--- src/hw/core_pkg.sv ---
`default_nettype none

package core_pkg;

    // --------------------------------------------------
    // machine widths
    // --------------------------------------------------
    localparam int xlen       = 32;           // data and address width
    localparam int reg_count  = 32;           // x0 .. x31
    localparam int reg_addr_w = 5;            // log2(reg_count)

    localparam logic [xlen-1:0] reset_pc = 32'h8000_0000;  // first fetch address

    // one-hot instruction kind, bit order as in the execute unit
    typedef enum logic [8:0] {
        kind_none   = 9'b000000000,  // not recognised, no side effects
        kind_addi   = 9'b000000001,
        kind_jalr   = 9'b000000010,
        kind_ebreak = 9'b000000100,
        kind_add    = 9'b000001000,
        kind_lui    = 9'b000010000,
        kind_lw     = 9'b000100000,
        kind_lbu    = 9'b001000000,
        kind_sw     = 9'b010000000,
        kind_sb     = 9'b100000000
    } inst_kind_e;

    // --------------------------------------------------
    // rv32i major opcodes, inst[6:0]
    // --------------------------------------------------
    localparam logic [6:0] op_imm    = 7'b0010011;  // addi
    localparam logic [6:0] op_jalr   = 7'b1100111;
    localparam logic [6:0] op_system = 7'b1110011;  // ebreak
    localparam logic [6:0] op_reg    = 7'b0110011;  // add
    localparam logic [6:0] op_lui    = 7'b0110111;
    localparam logic [6:0] op_load   = 7'b0000011;  // lw, lbu
    localparam logic [6:0] op_store  = 7'b0100011;  // sw, sb

    // funct3 / funct7 fields
    localparam logic [2:0] f3_zero   = 3'b000;      // addi, add, jalr, ebreak
    localparam logic [2:0] f3_byte   = 3'b000;      // sb
    localparam logic [2:0] f3_byte_u = 3'b100;      // lbu
    localparam logic [2:0] f3_word   = 3'b010;      // lw, sw
    localparam logic [6:0] f7_add    = 7'b0000000;

    // ebreak is I-type with imm = 1, rs1 = rd = 0
    localparam logic [11:0] imm_ebreak = 12'h001;

    // access size seen by the load/store unit
    typedef enum logic {
        size_byte = 1'b0,
        size_word = 1'b1
    } mem_size_e;

endpackage

`default_nettype wire

--- src/hw/lsu_req_if.sv ---
`default_nettype none

// one data-memory request per cycle, no handshake
interface lsu_req_if import core_pkg::*; ();

    logic [xlen-1:0] addr;       // byte address, unaligned
    logic            rd_en;      // load this cycle
    logic            wr_en;      // store this cycle
    mem_size_e       size;       // byte or word
    logic [xlen-1:0] wdata;      // store data, lane 0 aligned
    logic [xlen-1:0] load_data;  // extended load result, same cycle

    // execute side issues, gets load data back
    modport exu_side (
        output addr, rd_en, wr_en, size, wdata,
        input  load_data
    );

    // load/store unit side
    modport lsu_side (
        input  addr, rd_en, wr_en, size, wdata,
        output load_data
    );

endinterface

`default_nettype wire

--- src/hw/core_exu.sv ---
`default_nettype none

module core_exu import core_pkg::*; (
    input  wire inst_kind_e       kind,
    input  wire logic [xlen-1:0]  pc,
    input  wire logic [xlen-1:0]  rdata1,
    input  wire logic [xlen-1:0]  rdata2,
    input  wire logic [xlen-1:0]  imm,
    output logic                  reg_wen,
    output logic      [xlen-1:0]  wb_data,
    output logic                  jump,
    output logic      [xlen-1:0]  jump_target,
    output logic                  halt_req,
    lsu_req_if.exu_side           lsu
);

    logic [xlen-1:0] sum_ri;   // rs1 + imm, shared adder
    logic [xlen-1:0] result;   // value for rd unless load

    assign sum_ri = rdata1 + imm;

    // --------------------------------------------------
    // per-kind control and datapath
    // --------------------------------------------------
    always_comb begin
        result      = '0;
        reg_wen     = 1'b0;
        jump        = 1'b0;
        jump_target = '0;
        halt_req    = 1'b0;
        lsu.addr    = '0;
        lsu.rd_en   = 1'b0;
        lsu.wr_en   = 1'b0;
        lsu.size    = size_word;
        lsu.wdata   = '0;
        case (kind)
            kind_addi: begin
                result  = sum_ri;
                reg_wen = 1'b1;
            end
            kind_jalr: begin
                jump_target = {sum_ri[xlen-1:1], 1'b0};  // bit 0 cleared
                jump        = 1'b1;
                result      = pc + 32'd4;                // link
                reg_wen     = 1'b1;
            end
            kind_ebreak: halt_req = 1'b1;  // no write back
            kind_add: begin
                result  = rdata1 + rdata2;
                reg_wen = 1'b1;
            end
            kind_lui: begin
                result  = imm;               // already shifted by idu
                reg_wen = 1'b1;
            end
            kind_lw, kind_lbu: begin
                lsu.addr  = sum_ri;
                lsu.rd_en = 1'b1;
                lsu.size  = (kind == kind_lw) ? size_word : size_byte;
                reg_wen   = 1'b1;
            end
            kind_sw, kind_sb: begin
                lsu.addr  = sum_ri;
                lsu.wr_en = 1'b1;
                lsu.size  = (kind == kind_sw) ? size_word : size_byte;
                lsu.wdata = rdata2;          // lsu replicates bytes
            end
            default: ;                       // none, nothing happens
        endcase
    end

    // loads write back what the lsu returns
    assign wb_data = lsu.rd_en ? lsu.load_data : result;

endmodule

`default_nettype wire

--- src/hw/core_idu.sv ---
`default_nettype none

module core_idu import core_pkg::*; (
    input  wire logic [xlen-1:0]       inst,
    output inst_kind_e                 kind,
    output logic      [reg_addr_w-1:0] rs1,
    output logic      [reg_addr_w-1:0] rs2,
    output logic      [reg_addr_w-1:0] rd,
    output logic      [xlen-1:0]       imm
);

    // --------------------------------------------------
    // instruction fields
    // --------------------------------------------------
    logic [6:0] opcode;
    logic [2:0] funct3;
    logic [6:0] funct7;

    logic [xlen-1:0] imm_i;  // addi, jalr, loads
    logic [xlen-1:0] imm_s;  // stores
    logic [xlen-1:0] imm_u;  // lui

    assign opcode = inst[6:0];
    assign funct3 = inst[14:12];
    assign funct7 = inst[31:25];

    // register indices straight from the word
    assign rs1 = inst[19:15];
    assign rs2 = inst[24:20];
    assign rd  = inst[11:7];

    // sign-extended immediates
    assign imm_i = {{20{inst[31]}}, inst[31:20]};
    assign imm_s = {{20{inst[31]}}, inst[31:25], inst[11:7]};
    assign imm_u = {inst[31:12], 12'b0};   // low bits zero

    // --------------------------------------------------
    // kind decode, exactly one hot or none
    // --------------------------------------------------
    always_comb begin
        kind = kind_none;
        case (opcode)
            op_imm: begin
                if (funct3 == f3_zero) kind = kind_addi;
            end
            op_jalr: begin
                if (funct3 == f3_zero) kind = kind_jalr;
            end
            op_system: begin
                // full match, ecall and csr ops stay unrecognised
                if (inst[31:20] == imm_ebreak && funct3 == f3_zero &&
                    rs1 == '0 && rd == '0) begin
                    kind = kind_ebreak;
                end
            end
            op_reg: begin
                if (funct3 == f3_zero && funct7 == f7_add) kind = kind_add;  // not sub
            end
            op_lui: kind = kind_lui;
            op_load: begin
                if (funct3 == f3_word)        kind = kind_lw;
                else if (funct3 == f3_byte_u) kind = kind_lbu;
            end
            op_store: begin
                if (funct3 == f3_word)      kind = kind_sw;
                else if (funct3 == f3_byte) kind = kind_sb;
            end
            default: kind = kind_none;
        endcase
    end

    // immediate format follows the kind
    always_comb begin
        case (kind)
            kind_addi,
            kind_jalr,
            kind_lw,
            kind_lbu:  imm = imm_i;
            kind_sw,
            kind_sb:   imm = imm_s;
            kind_lui:  imm = imm_u;
            default:   imm = '0;   // add, ebreak, none
        endcase
    end

endmodule

`default_nettype wire

--- src/hw/core_lsu.sv ---
`default_nettype none

module core_lsu import core_pkg::*; (
    lsu_req_if.lsu_side           lsu,
    output logic      [xlen-1:0]  dmem_addr,
    output logic                  dmem_ren,
    output logic                  dmem_wen,
    output logic      [3:0]       dmem_wmask,
    output logic      [xlen-1:0]  dmem_wdata,
    input  wire logic [xlen-1:0]  dmem_rdata
);

    logic [1:0] byte_off;   // lane within the word
    logic [7:0] load_byte;  // selected lane for lbu

    assign byte_off = lsu.addr[1:0];

    // word aligned, misaligned words just drop low bits
    assign dmem_addr = {lsu.addr[xlen-1:2], 2'b00};
    assign dmem_ren  = lsu.rd_en;
    assign dmem_wen  = lsu.wr_en;

    // --------------------------------------------------
    // store side
    // --------------------------------------------------
    always_comb begin
        if (!lsu.wr_en) begin
            dmem_wmask = 4'b0000;
            dmem_wdata = lsu.wdata;
        end else if (lsu.size == size_word) begin
            dmem_wmask = 4'b1111;
            dmem_wdata = lsu.wdata;
        end else begin
            dmem_wmask = 4'b0001 << byte_off;      // one lane
            dmem_wdata = {4{lsu.wdata[7:0]}};      // byte in every lane
        end
    end

    // --------------------------------------------------
    // load side
    // --------------------------------------------------
    always_comb begin
        case (byte_off)
            2'd0:    load_byte = dmem_rdata[7:0];
            2'd1:    load_byte = dmem_rdata[15:8];
            2'd2:    load_byte = dmem_rdata[23:16];
            default: load_byte = dmem_rdata[31:24];
        endcase
    end

    // lbu zero-extends, lw passes the word
    assign lsu.load_data = (lsu.size == size_word) ? dmem_rdata
                                                   : {{(xlen-8){1'b0}}, load_byte};

endmodule

`default_nettype wire

--- src/hw/core_pc.sv ---
`default_nettype none

module core_pc import core_pkg::*; (
    input  wire logic             clk,
    input  wire logic             rst_n,
    input  wire logic             jump,
    input  wire logic [xlen-1:0]  jump_target,
    input  wire logic             halt_req,
    output logic      [xlen-1:0]  pc,
    output logic                  halt
);

    logic [xlen-1:0] next_pc;
    logic            hold;      // ebreak now or earlier

    assign hold    = halt_req | halt;
    assign next_pc = jump ? jump_target : pc + 32'd4;

    // --------------------------------------------------
    // pc and sticky halt
    // --------------------------------------------------
    always_ff @(posedge clk or negedge rst_n) begin
        if (!rst_n) begin
            pc   <= reset_pc;
            halt <= 1'b0;
        end else begin
            if (halt_req) halt <= 1'b1;   // only reset clears
            if (!hold) pc <= next_pc;     // frozen on ebreak
        end
    end

endmodule

`default_nettype wire

--- src/hw/core_regfile.sv ---
`default_nettype none

module core_regfile import core_pkg::*; (
    input  wire logic                  clk,
    input  wire logic                  rst_n,
    input  wire logic [reg_addr_w-1:0] rs1,
    input  wire logic [reg_addr_w-1:0] rs2,
    output logic      [xlen-1:0]       rdata1,
    output logic      [xlen-1:0]       rdata2,
    input  wire logic                  wen,
    input  wire logic [reg_addr_w-1:0] rd,
    input  wire logic [xlen-1:0]       wdata
);

    logic [xlen-1:0] regs [reg_count];

    // --------------------------------------------------
    // write port, edge triggered
    // --------------------------------------------------
    always_ff @(posedge clk or negedge rst_n) begin
        if (!rst_n) begin
            for (int i = 0; i < reg_count; i++) begin
                regs[i] <= '0;
            end
        end else if (wen && rd != '0) begin  // x0 writes dropped
            regs[rd] <= wdata;
        end
    end

    // read ports, combinational, x0 hardwired
    assign rdata1 = (rs1 == '0) ? '0 : regs[rs1];
    assign rdata2 = (rs2 == '0) ? '0 : regs[rs2];

endmodule

`default_nettype wire

--- src/hw/core_top.sv ---
`default_nettype none

module core_top import core_pkg::*; (
    input  wire logic             clk,
    input  wire logic             rst_n,
    output logic      [xlen-1:0]  imem_addr,
    input  wire logic [xlen-1:0]  imem_rdata,
    output logic      [xlen-1:0]  dmem_addr,
    output logic                  dmem_ren,
    output logic                  dmem_wen,
    output logic      [3:0]       dmem_wmask,
    output logic      [xlen-1:0]  dmem_wdata,
    input  wire logic [xlen-1:0]  dmem_rdata,
    output logic                  halt
);

    // --------------------------------------------------
    // internal nets
    // --------------------------------------------------
    inst_kind_e            kind;
    logic [reg_addr_w-1:0] rs1;
    logic [reg_addr_w-1:0] rs2;
    logic [reg_addr_w-1:0] rd;
    logic [xlen-1:0]       imm;
    logic [xlen-1:0]       rdata1;
    logic [xlen-1:0]       rdata2;
    logic                  reg_wen;
    logic [xlen-1:0]       wb_data;
    logic                  jump;
    logic [xlen-1:0]       jump_target;
    logic                  halt_req;

    lsu_req_if lsu_req ();   // exu -> lsu

    // fetch address is the pc itself
    core_pc u_pc (
        .clk         (clk),
        .rst_n       (rst_n),
        .jump        (jump),
        .jump_target (jump_target),
        .halt_req    (halt_req),
        .pc          (imem_addr),
        .halt        (halt)
    );

    core_idu u_idu (
        .inst (imem_rdata),
        .kind (kind),
        .rs1  (rs1),
        .rs2  (rs2),
        .rd   (rd),
        .imm  (imm)
    );

    core_regfile u_regfile (
        .clk    (clk),
        .rst_n  (rst_n),
        .rs1    (rs1),
        .rs2    (rs2),
        .rdata1 (rdata1),
        .rdata2 (rdata2),
        .wen    (reg_wen),
        .rd     (rd),
        .wdata  (wb_data)
    );

    core_exu u_exu (
        .kind        (kind),
        .pc          (imem_addr),
        .rdata1      (rdata1),
        .rdata2      (rdata2),
        .imm         (imm),
        .reg_wen     (reg_wen),
        .wb_data     (wb_data),
        .jump        (jump),
        .jump_target (jump_target),
        .halt_req    (halt_req),
        .lsu         (lsu_req.exu_side)
    );

    core_lsu u_lsu (
        .lsu        (lsu_req.lsu_side),
        .dmem_addr  (dmem_addr),
        .dmem_ren   (dmem_ren),
        .dmem_wen   (dmem_wen),
        .dmem_wmask (dmem_wmask),
        .dmem_wdata (dmem_wdata),
        .dmem_rdata (dmem_rdata)
    );

endmodule

`default_nettype wire

--- config.mk ---
export PLATFORM = sky130hd
export DESIGN_NAME = core_top
export DESIGN_NICKNAME = d
export VERILOG_FILES = /design/src/hw/core_pkg.sv /design/src/hw/lsu_req_if.sv /design/src/hw/core_exu.sv /design/src/hw/core_idu.sv /design/src/hw/core_lsu.sv /design/src/hw/core_pc.sv /design/src/hw/core_regfile.sv /design/src/hw/core_top.sv
export SDC_FILE = /design/constraint.sdc
export NUM_CORES = 2
export LEC_CHECK = 0
export BUFFER_PORTS_ARGS = -buffer_cell sky130_fd_sc_hd__buf_4
export CAP_MARGIN = 20
export CELL_PAD_IN_SITES_DETAIL_PLACEMENT = 1
export CELL_PAD_IN_SITES_GLOBAL_PLACEMENT = 1
export CORE_MARGIN = 4
export CORE_UTILIZATION = 57
export CTS_BUF_LIST = sky130_fd_sc_hd__clkbuf_16
export CTS_CLUSTER_DIAMETER = 100
export DETAILED_ROUTE_END_ITERATION = 12
export PLACE_DENSITY_LB_ADDON = 0.1
export SLEW_MARGIN = 20
export SYNTH_ARGS = -nofsm -noshare
export SYNTH_HDL_FRONTEND = slang
export SYNTH_HIERARCHICAL = 1
export SYNTH_SLANG_ARGS = --single-unit
--- constraint.sdc ---
create_clock -name clk -period 16.4 [get_ports clk]
set_clock_uncertainty 0.1 [all_clocks]
set_input_delay 2.46 -clock clk [delete_from_list [all_inputs] [get_ports clk]]
set_output_delay 2.46 -clock clk [all_outputs]
set_load 0.01 [all_outputs]
## Yosys cells after proc, flatten, opt, wreduce, memory -nomap -nowiden

Index checks and enable logic that the tools add are counted.

- Bits of input ports: 66
- Memories kept: 0
- Word-level logic and storage cells: 126
- ROM bits: 0
- Bits in latches: 0
- Memory bits (writable): 0
- Output and inout bits: 103
- Register bits after elaboration: 1,057

- Divide/modulo/power cells: 0
- Multiply operators: 0
- Add/subtract/negate cells: 3
- Shift-type cells: 1
- Muxes and demuxes: 41
- Bitwise logic cells: 4
- $lt $le $gt $ge: 4
- Reductions and logical operators: 18
- Equal/unequal tests: 21

Operators with widths:

| cell | count |
|---|---|
| bitwise mux 1024 bit | 1 |
| two-way mux 32 bit | 15 |
| binary-select mux 32 bit (select 5 bit) | 2 |
| demux 32 bit (select 5 bit) | 1 |
| case mux 32 bit (4 select lines) | 1 |
| case mux 32 bit (3 select lines) | 1 |
| adder 32 bit | 2 |
| case mux 9 bit (7 select lines) | 1 |
| adder 32 x 3 -> 32 bit, second input constant | 1 |
| two-way mux 9 bit | 3 |
| case mux 8 bit (3 select lines) | 1 |
| equality test 7 x 6 -> 1 bit, second input constant | 3 |
| greater-or-equal comparator 6 bit, second input constant | 3 |
| inverter 5 -> 6 bit | 3 |
| zero test 5 bit | 3 |
| equality test 7 bit, second input constant | 2 |
| equality test 12 x 1 -> 1 bit, second input constant | 1 |
| two-way mux 4 bit | 3 |
| equality test 9 x 1 -> 1 bit, second input constant | 1 |
| equality test 9 x 2 -> 1 bit, second input constant | 1 |
| equality test 9 x 3 -> 1 bit, second input constant | 1 |
| equality test 9 x 4 -> 1 bit, second input constant | 1 |
| equality test 9 x 5 -> 1 bit, second input constant | 1 |
| equality test 9 x 6 -> 1 bit, second input constant | 1 |
| 25 further kinds | 39 |

## Longest topological paths before layout

- Depth in word-level cells: 16
- Gate-level depth with buffers: 23
- Gate-level depth less buffers: 17

## Modules after synthesis

The synthesis kept the hierarchy.

By module, submodules not included:

| module | area an instance (µm²) | cells each | sequential area each (µm²) | instances |
|---|---|---|---|---|
| core_regfile | 54,075.6 | 3,513 | 25,624.6 | 1 |
| core_exu | 5,715.5 | 851 | 0.0 | 1 |
| core_pc | 2,074.5 | 255 | 827.0 | 1 |
| core_lsu | 1,212.4 | 143 | 0.0 | 1 |
| core_idu | 694.4 | 94 | 0.0 | 1 |

## Worst setup path before layout

OpenSTA, ideal clock, no wires.

- Path type: input to output
- From: input imem_rdata[17]
- To: output dmem_addr[25]
- Arrival: 6.249 ns
- Path slack: 7.591 ns
- Buffers on the path: 6
- Stages on the path: 19
- Required time: 13.840 ns
- Cell sequence: buf_4 -> buf_2 -> buf_2 -> buf_1 -> mux4_2 -> mux4_2 -> o22ai_1 -> nor3_1 -> ha_1 -> buf_6 -> a21o_1 -> nor3b_1 -> a2111o_1 -> o31ai_2 -> nand2_1 -> a311oi_2 -> xor2_1 -> nor2_1 -> buf_4

- Elaborated cells on any way between the ends: 23
- Classes of those cells: add/sub: 1; eq/ne: 7; mux: 8; bitwise: 1; reduce/logical: 6

RTL lines:

| element | RTL line | source |
|---|---|---|
| from (decl) | core_top.sv:7 | `input wire logic [xlen-1:0] imem_rdata,` |
| inverter 5 -> 6 bit (implied by the code) | core_regfile.sv:31 | `assign rdata1 = (rs1 == '0) ? '0 : regs[rs1];` |
| binary-select mux 32 bit (select 5 bit) | core_regfile.sv:31 |  |
| two-way mux 32 bit (implied by the code) (2 in series) | core_regfile.sv:31 |  |
| two-way mux 32 bit (*) | core_regfile.sv:31 |  |
| named net rdata1[8] | core_top.sv:25 | `logic [xlen-1:0] rdata1;` |
| adder 32 bit (*) | core_exu.sv:20 | `assign sum_ri = rdata1 + imm;` |
| two-way mux 32 bit (*) | core_exu.sv:36 | `case (kind)` |
| to (decl) | core_top.sv:8 | `output logic [xlen-1:0] dmem_addr,` |

Mark *: on every way through the listed nets, which the timed path passes. The rest lies on a longest branch. The select of a mux whose other input is x is not followed.

## Final worst setup path

- From: input imem_rdata[16]
- To: output dmem_addr[31]

The elaborated chain is that of the path after synthesis.

==> impl_metrics.csv <==
group,metric,value,unit
global_routing,grt_overflow_total,0,
job,maxCapViolCount,0,
sta,hold_violations,0,
global_routing,grt_max_degree,181,
pwr,seqPwrFrac,46.8,%
route,via_per_inst,7.35,
sta,rsz0062_at_grt,"false",
clock_network,clockBufferDepth,3,
yosys,synth_area_per_cell,13.1,um2
min_path,worstHoldPathType,"register to register",
final_layout,num_antenna_cells,0,
clock_network,path_clk_slew,60,ps
clock_network,htree_levels,3,
yosys,ys_types,105,
setup_path,critPathTopFamily,"buffers and inverters",
global_routing,first_global_vias,48476,
sta,fin_crit_sh,68.0,%
yosys,yosys_warnings,6,
setup_path,critPathSlowestCell,"buf_4",
sta,slew_viol_final,0,
pwr,p_clk_share,44.0,%
die,die_w,342,um
final_layout,syn2layout_area_growth,8.46,%
pwr,combPwrFrac,9.3,%
die,start_util,57.5,%
sta,setup_violations,0,
setup_path,required,13840,ps
yosys,seq_area_frac_synth,41.5,%
die,core_area,111000,um2
die,io_pins,169,
yosys,synth_ff_type,"dfrtp_1",
yosys,syn_inst,4856,
global_routing,grt_pass1_wl,338000,um
final_layout,multi_input_area,34700,um2
die,rows,122,
yosys,synth_seq_cells,1057,
clock_network,cts_hold_buffers,0,
setup_path,critPathKind,"input pin to primary output",
route,wl,230000,um
pwr,switchingPower,0.00150,W
pwr,ir_worst_vdd,0.0803,mV
final_layout,register_area,26500,um2
sta,relSlewSlack,16.8,%
pwr,p_per_area,82.2,nW/um2
route,drt-pass1-iter-count,6,
setup_path,endpoint_kind,"primary output",
placed_design,place_hpwl,143000,um
route,drt-wirelength-per-cell,36.5,um
global_routing,antenna_found_initial,4,
placed_design,preCtsSetupSlack,5350,ps
clock_network,cts.sink_count,1057,
global_routing,grt_use_total,39.1,%
placed_design,gp_congestion,0.994,
pwr,power_switching_share,26.4,%
sta,worstMarginPinSlew,1240,ps
route,drc_errors,0,
final_layout,fill_cells,10472,
clock_network,insertion_delay,730,ps
yosys,netlist_area,63800,um2
clock_network,cts_setup_buffers,0,
sta,fmax,89.6,MHz
die,die-area,117000,um2
final_layout,fin_nets,4847,
final_layout,drive_gt1_share,42.7,%
clock_network,cts_buffers,113,
setup_path,worstPathCellList,"buf_8 -> buf_12 -> buf_4 -> mux4_2 -> mux4_2 -> o22ai_1 -> nor3_1 -> ha_1 -> nand2_1 -> o211ai_1 -> a2111o_1 -> nor3_1 -> o31a_1 -> o21ai_1 -> a211o_1 -> a21oi_1 -> buf_4",
die,fp.dieH,342,um
setup_path,worst_setup_path_start_kind,"input pin",
clock_network,ctsResizeCount,0,
setup_path,crit_buf_inv,4,
sta,fin_crit,11160,ps
setup_path,crit_fanout,97,
route,vias,46307,
setup_path,max_stage_delay,880,ps
pwr,p_int,0.00418,W
sta,finalSetupTns,0,ps
pwr,p_leak,31.9,nW
setup_path,cp.arrival,8600,ps
status,outcome,"finished clean",
yosys,synth-edff-count,0,
clock_network,root_buffer,"clkbuf_16",
placed_design,io_buffers,166,
route,final_antenna_net_count,0,
route,drt_iter0_drc,5071,
yosys,async_flop_share,100,%
clock_network,cts_tree,"built",
final_layout,fin_util,62.4,%
sta,layout_setup_ws,5240,ps
area by class of cell:
| cell class | instances | share of cell area (%) |
|---|---|---|
| Multi-Input combinational cell | 3195 | 50.2 |
| Sequential cell | 1057 | 38.2 |
| Clock buffer | 115 | 4.16 |
| Timing Repair Buffer | 299 | 3.43 |
| Tap cell | 1488 | 2.69 |
| Clock inverter | 95 | 1.01 |
| Inverter | 49 | 0.266 |
synthesized netlist by cell type (57+ instances only):
cell type / n / share of area, %
mux4_2: 469 / 17
nor2_1: 135 / 0.79
a21oi_1: 97 / 0.76
mux2_2: 1018 / 18
nand2_1: 110 / 0.65
buf_4: 107 / 1.3
buf_2: 118 / 0.93
clkbuf_1: 261 / 1.5
ha_1: 64 / 1.3
and2_1: 79 / 0.77
mux2i_1: 176 / 2.8
a22o_1: 57 / 0.78
nor3_1: 94 / 0.74
o22ai_1: 92 / 0.90
dfrtp_1: 1056 / 41
kinds of logic (layout without fill, tap and decap cells):
kind of cell	after synthesis	count (layout)	synth area share (%)
muxes	1696	1696	38.0
DFF	1057	1057	41.5
and+or+nand+nor	681	681	5.73
AOI/OAI and AO/OA	672	672	7.71
buffers and inverters	605	558	4.69
xor gates and xnor gates	77	77	1.06
adders and majority gates	66	66	1.32
other	2	3	0.0118
layout by cell type (no fill, tap or decap), types with 29 or more instances in the layout:
| cell | netlist | routed |
|---|---|---|
| a211oi_1 | 45 | 45 |
| a21o_1 | 53 | 53 |
| a21oi_1 | 97 | 97 |
| a222oi_1 | 30 | 30 |
| a22o_1 | 57 | 57 |
| and2_1 | 79 | 78 |
| buf_4 | 107 | 286 |
| clkbuf_16 | 0 | 115 |
| clkinv_1 | 0 | 31 |
| dfrtp_1 | 1056 | 1056 |
| ha_1 | 64 | 64 |
| inv_1 | 47 | 78 |
| mux2_2 | 1018 | 1018 |
| mux2i_1 | 176 | 176 |
| mux4_2 | 469 | 469 |
| nand2_1 | 110 | 98 |
| nand3_1 | 55 | 53 |
| nand4_1 | 29 | 29 |
| nor2_1 | 135 | 120 |
| nor2b_1 | 47 | 43 |
| nor3_1 | 94 | 87 |
| o21ai_0 | 49 | 49 |
| o221ai_1 | 44 | 30 |
| o22ai_1 | 92 | 92 |
| xnor2_1 | 49 | 49 |
registers in the layout, summed over array words and instances, names as in the netlist:
name / count
u_pc/pc: 32
u_pc/halt: 1
u_regfile/regs: 1024
routing by layer:
metal | routed length [um] | part of all wire [%] | up-vias | global-route usage (%)
met4 | 13900 | 6.1 | 4 | 19.4
met1 | 90100 | 39 | 24836 | 53.0
met3 | 20800 | 9.0 | 624 | 7.71
li1 | - | - | 18383 | -
met2 | 105000 | 46 | 2460 | 60.8
met5 | 26 | 0.011 | - | 0
power by group through the flow:
| stage | Combinational [W] | Sequential, W | Clock [W] |
|---|---|---|---|
| floorplan | 0.000286 | 0.00270 | 0 |
| global placement | 0.000508 | 0.00270 | 0 |
| detailed placement | 0.000515 | 0.00270 | 0 |
| CTS | 0.000517 | 0.00265 | 0.00253 |
| finish | 0.000526 | 0.00266 | 0.00250 |
| global route | 0.000556 | 0.00266 | 0.00265 |
worst paths after layout:
check	end	from	slack, ps	cells past startpoint
max reg2reg	u_regfile/regs[318]$_DFFE_PN0P_	u_regfile/regs[32]$_DFFE_PN0P_	10430	15
max in group asynchronous	u_regfile/regs[516]$_DFFE_PN0P_	rst_n	11440	5
min reg2reg	u_regfile/regs[1003]$_DFFE_PN0P_	u_regfile/regs[1003]$_DFFE_PN0P_	300	0
min	u_regfile/regs[1003]$_DFFE_PN0P_	u_regfile/regs[1003]$_DFFE_PN0P_	300	0
max	dmem_addr[31]	imem_rdata[16]	5240	17
min in group asynchronous	u_regfile/regs[824]$_DFFE_PN0P_	rst_n	1540	1
through the flow:
| step | cell area, um2 | power [W] | instances | hold slack (ps) |
|---|---|---|---|---|
| floorplan | 63800 | 0.00298 | 4857 | 341 |
| global placement | 65500 | 0.00321 | 6086 | 278 |
| detailed placement | 65500 | 0.00322 | 6087 | 284 |
| CTS | 69100 | 0.00570 | 6297 | 300 |
| global route | 69200 | 0.00586 | 6298 | 317 |
| finish | 69200 | 0.00568 | 6298 | 301 |
Power figures use the tool's default switching activity.
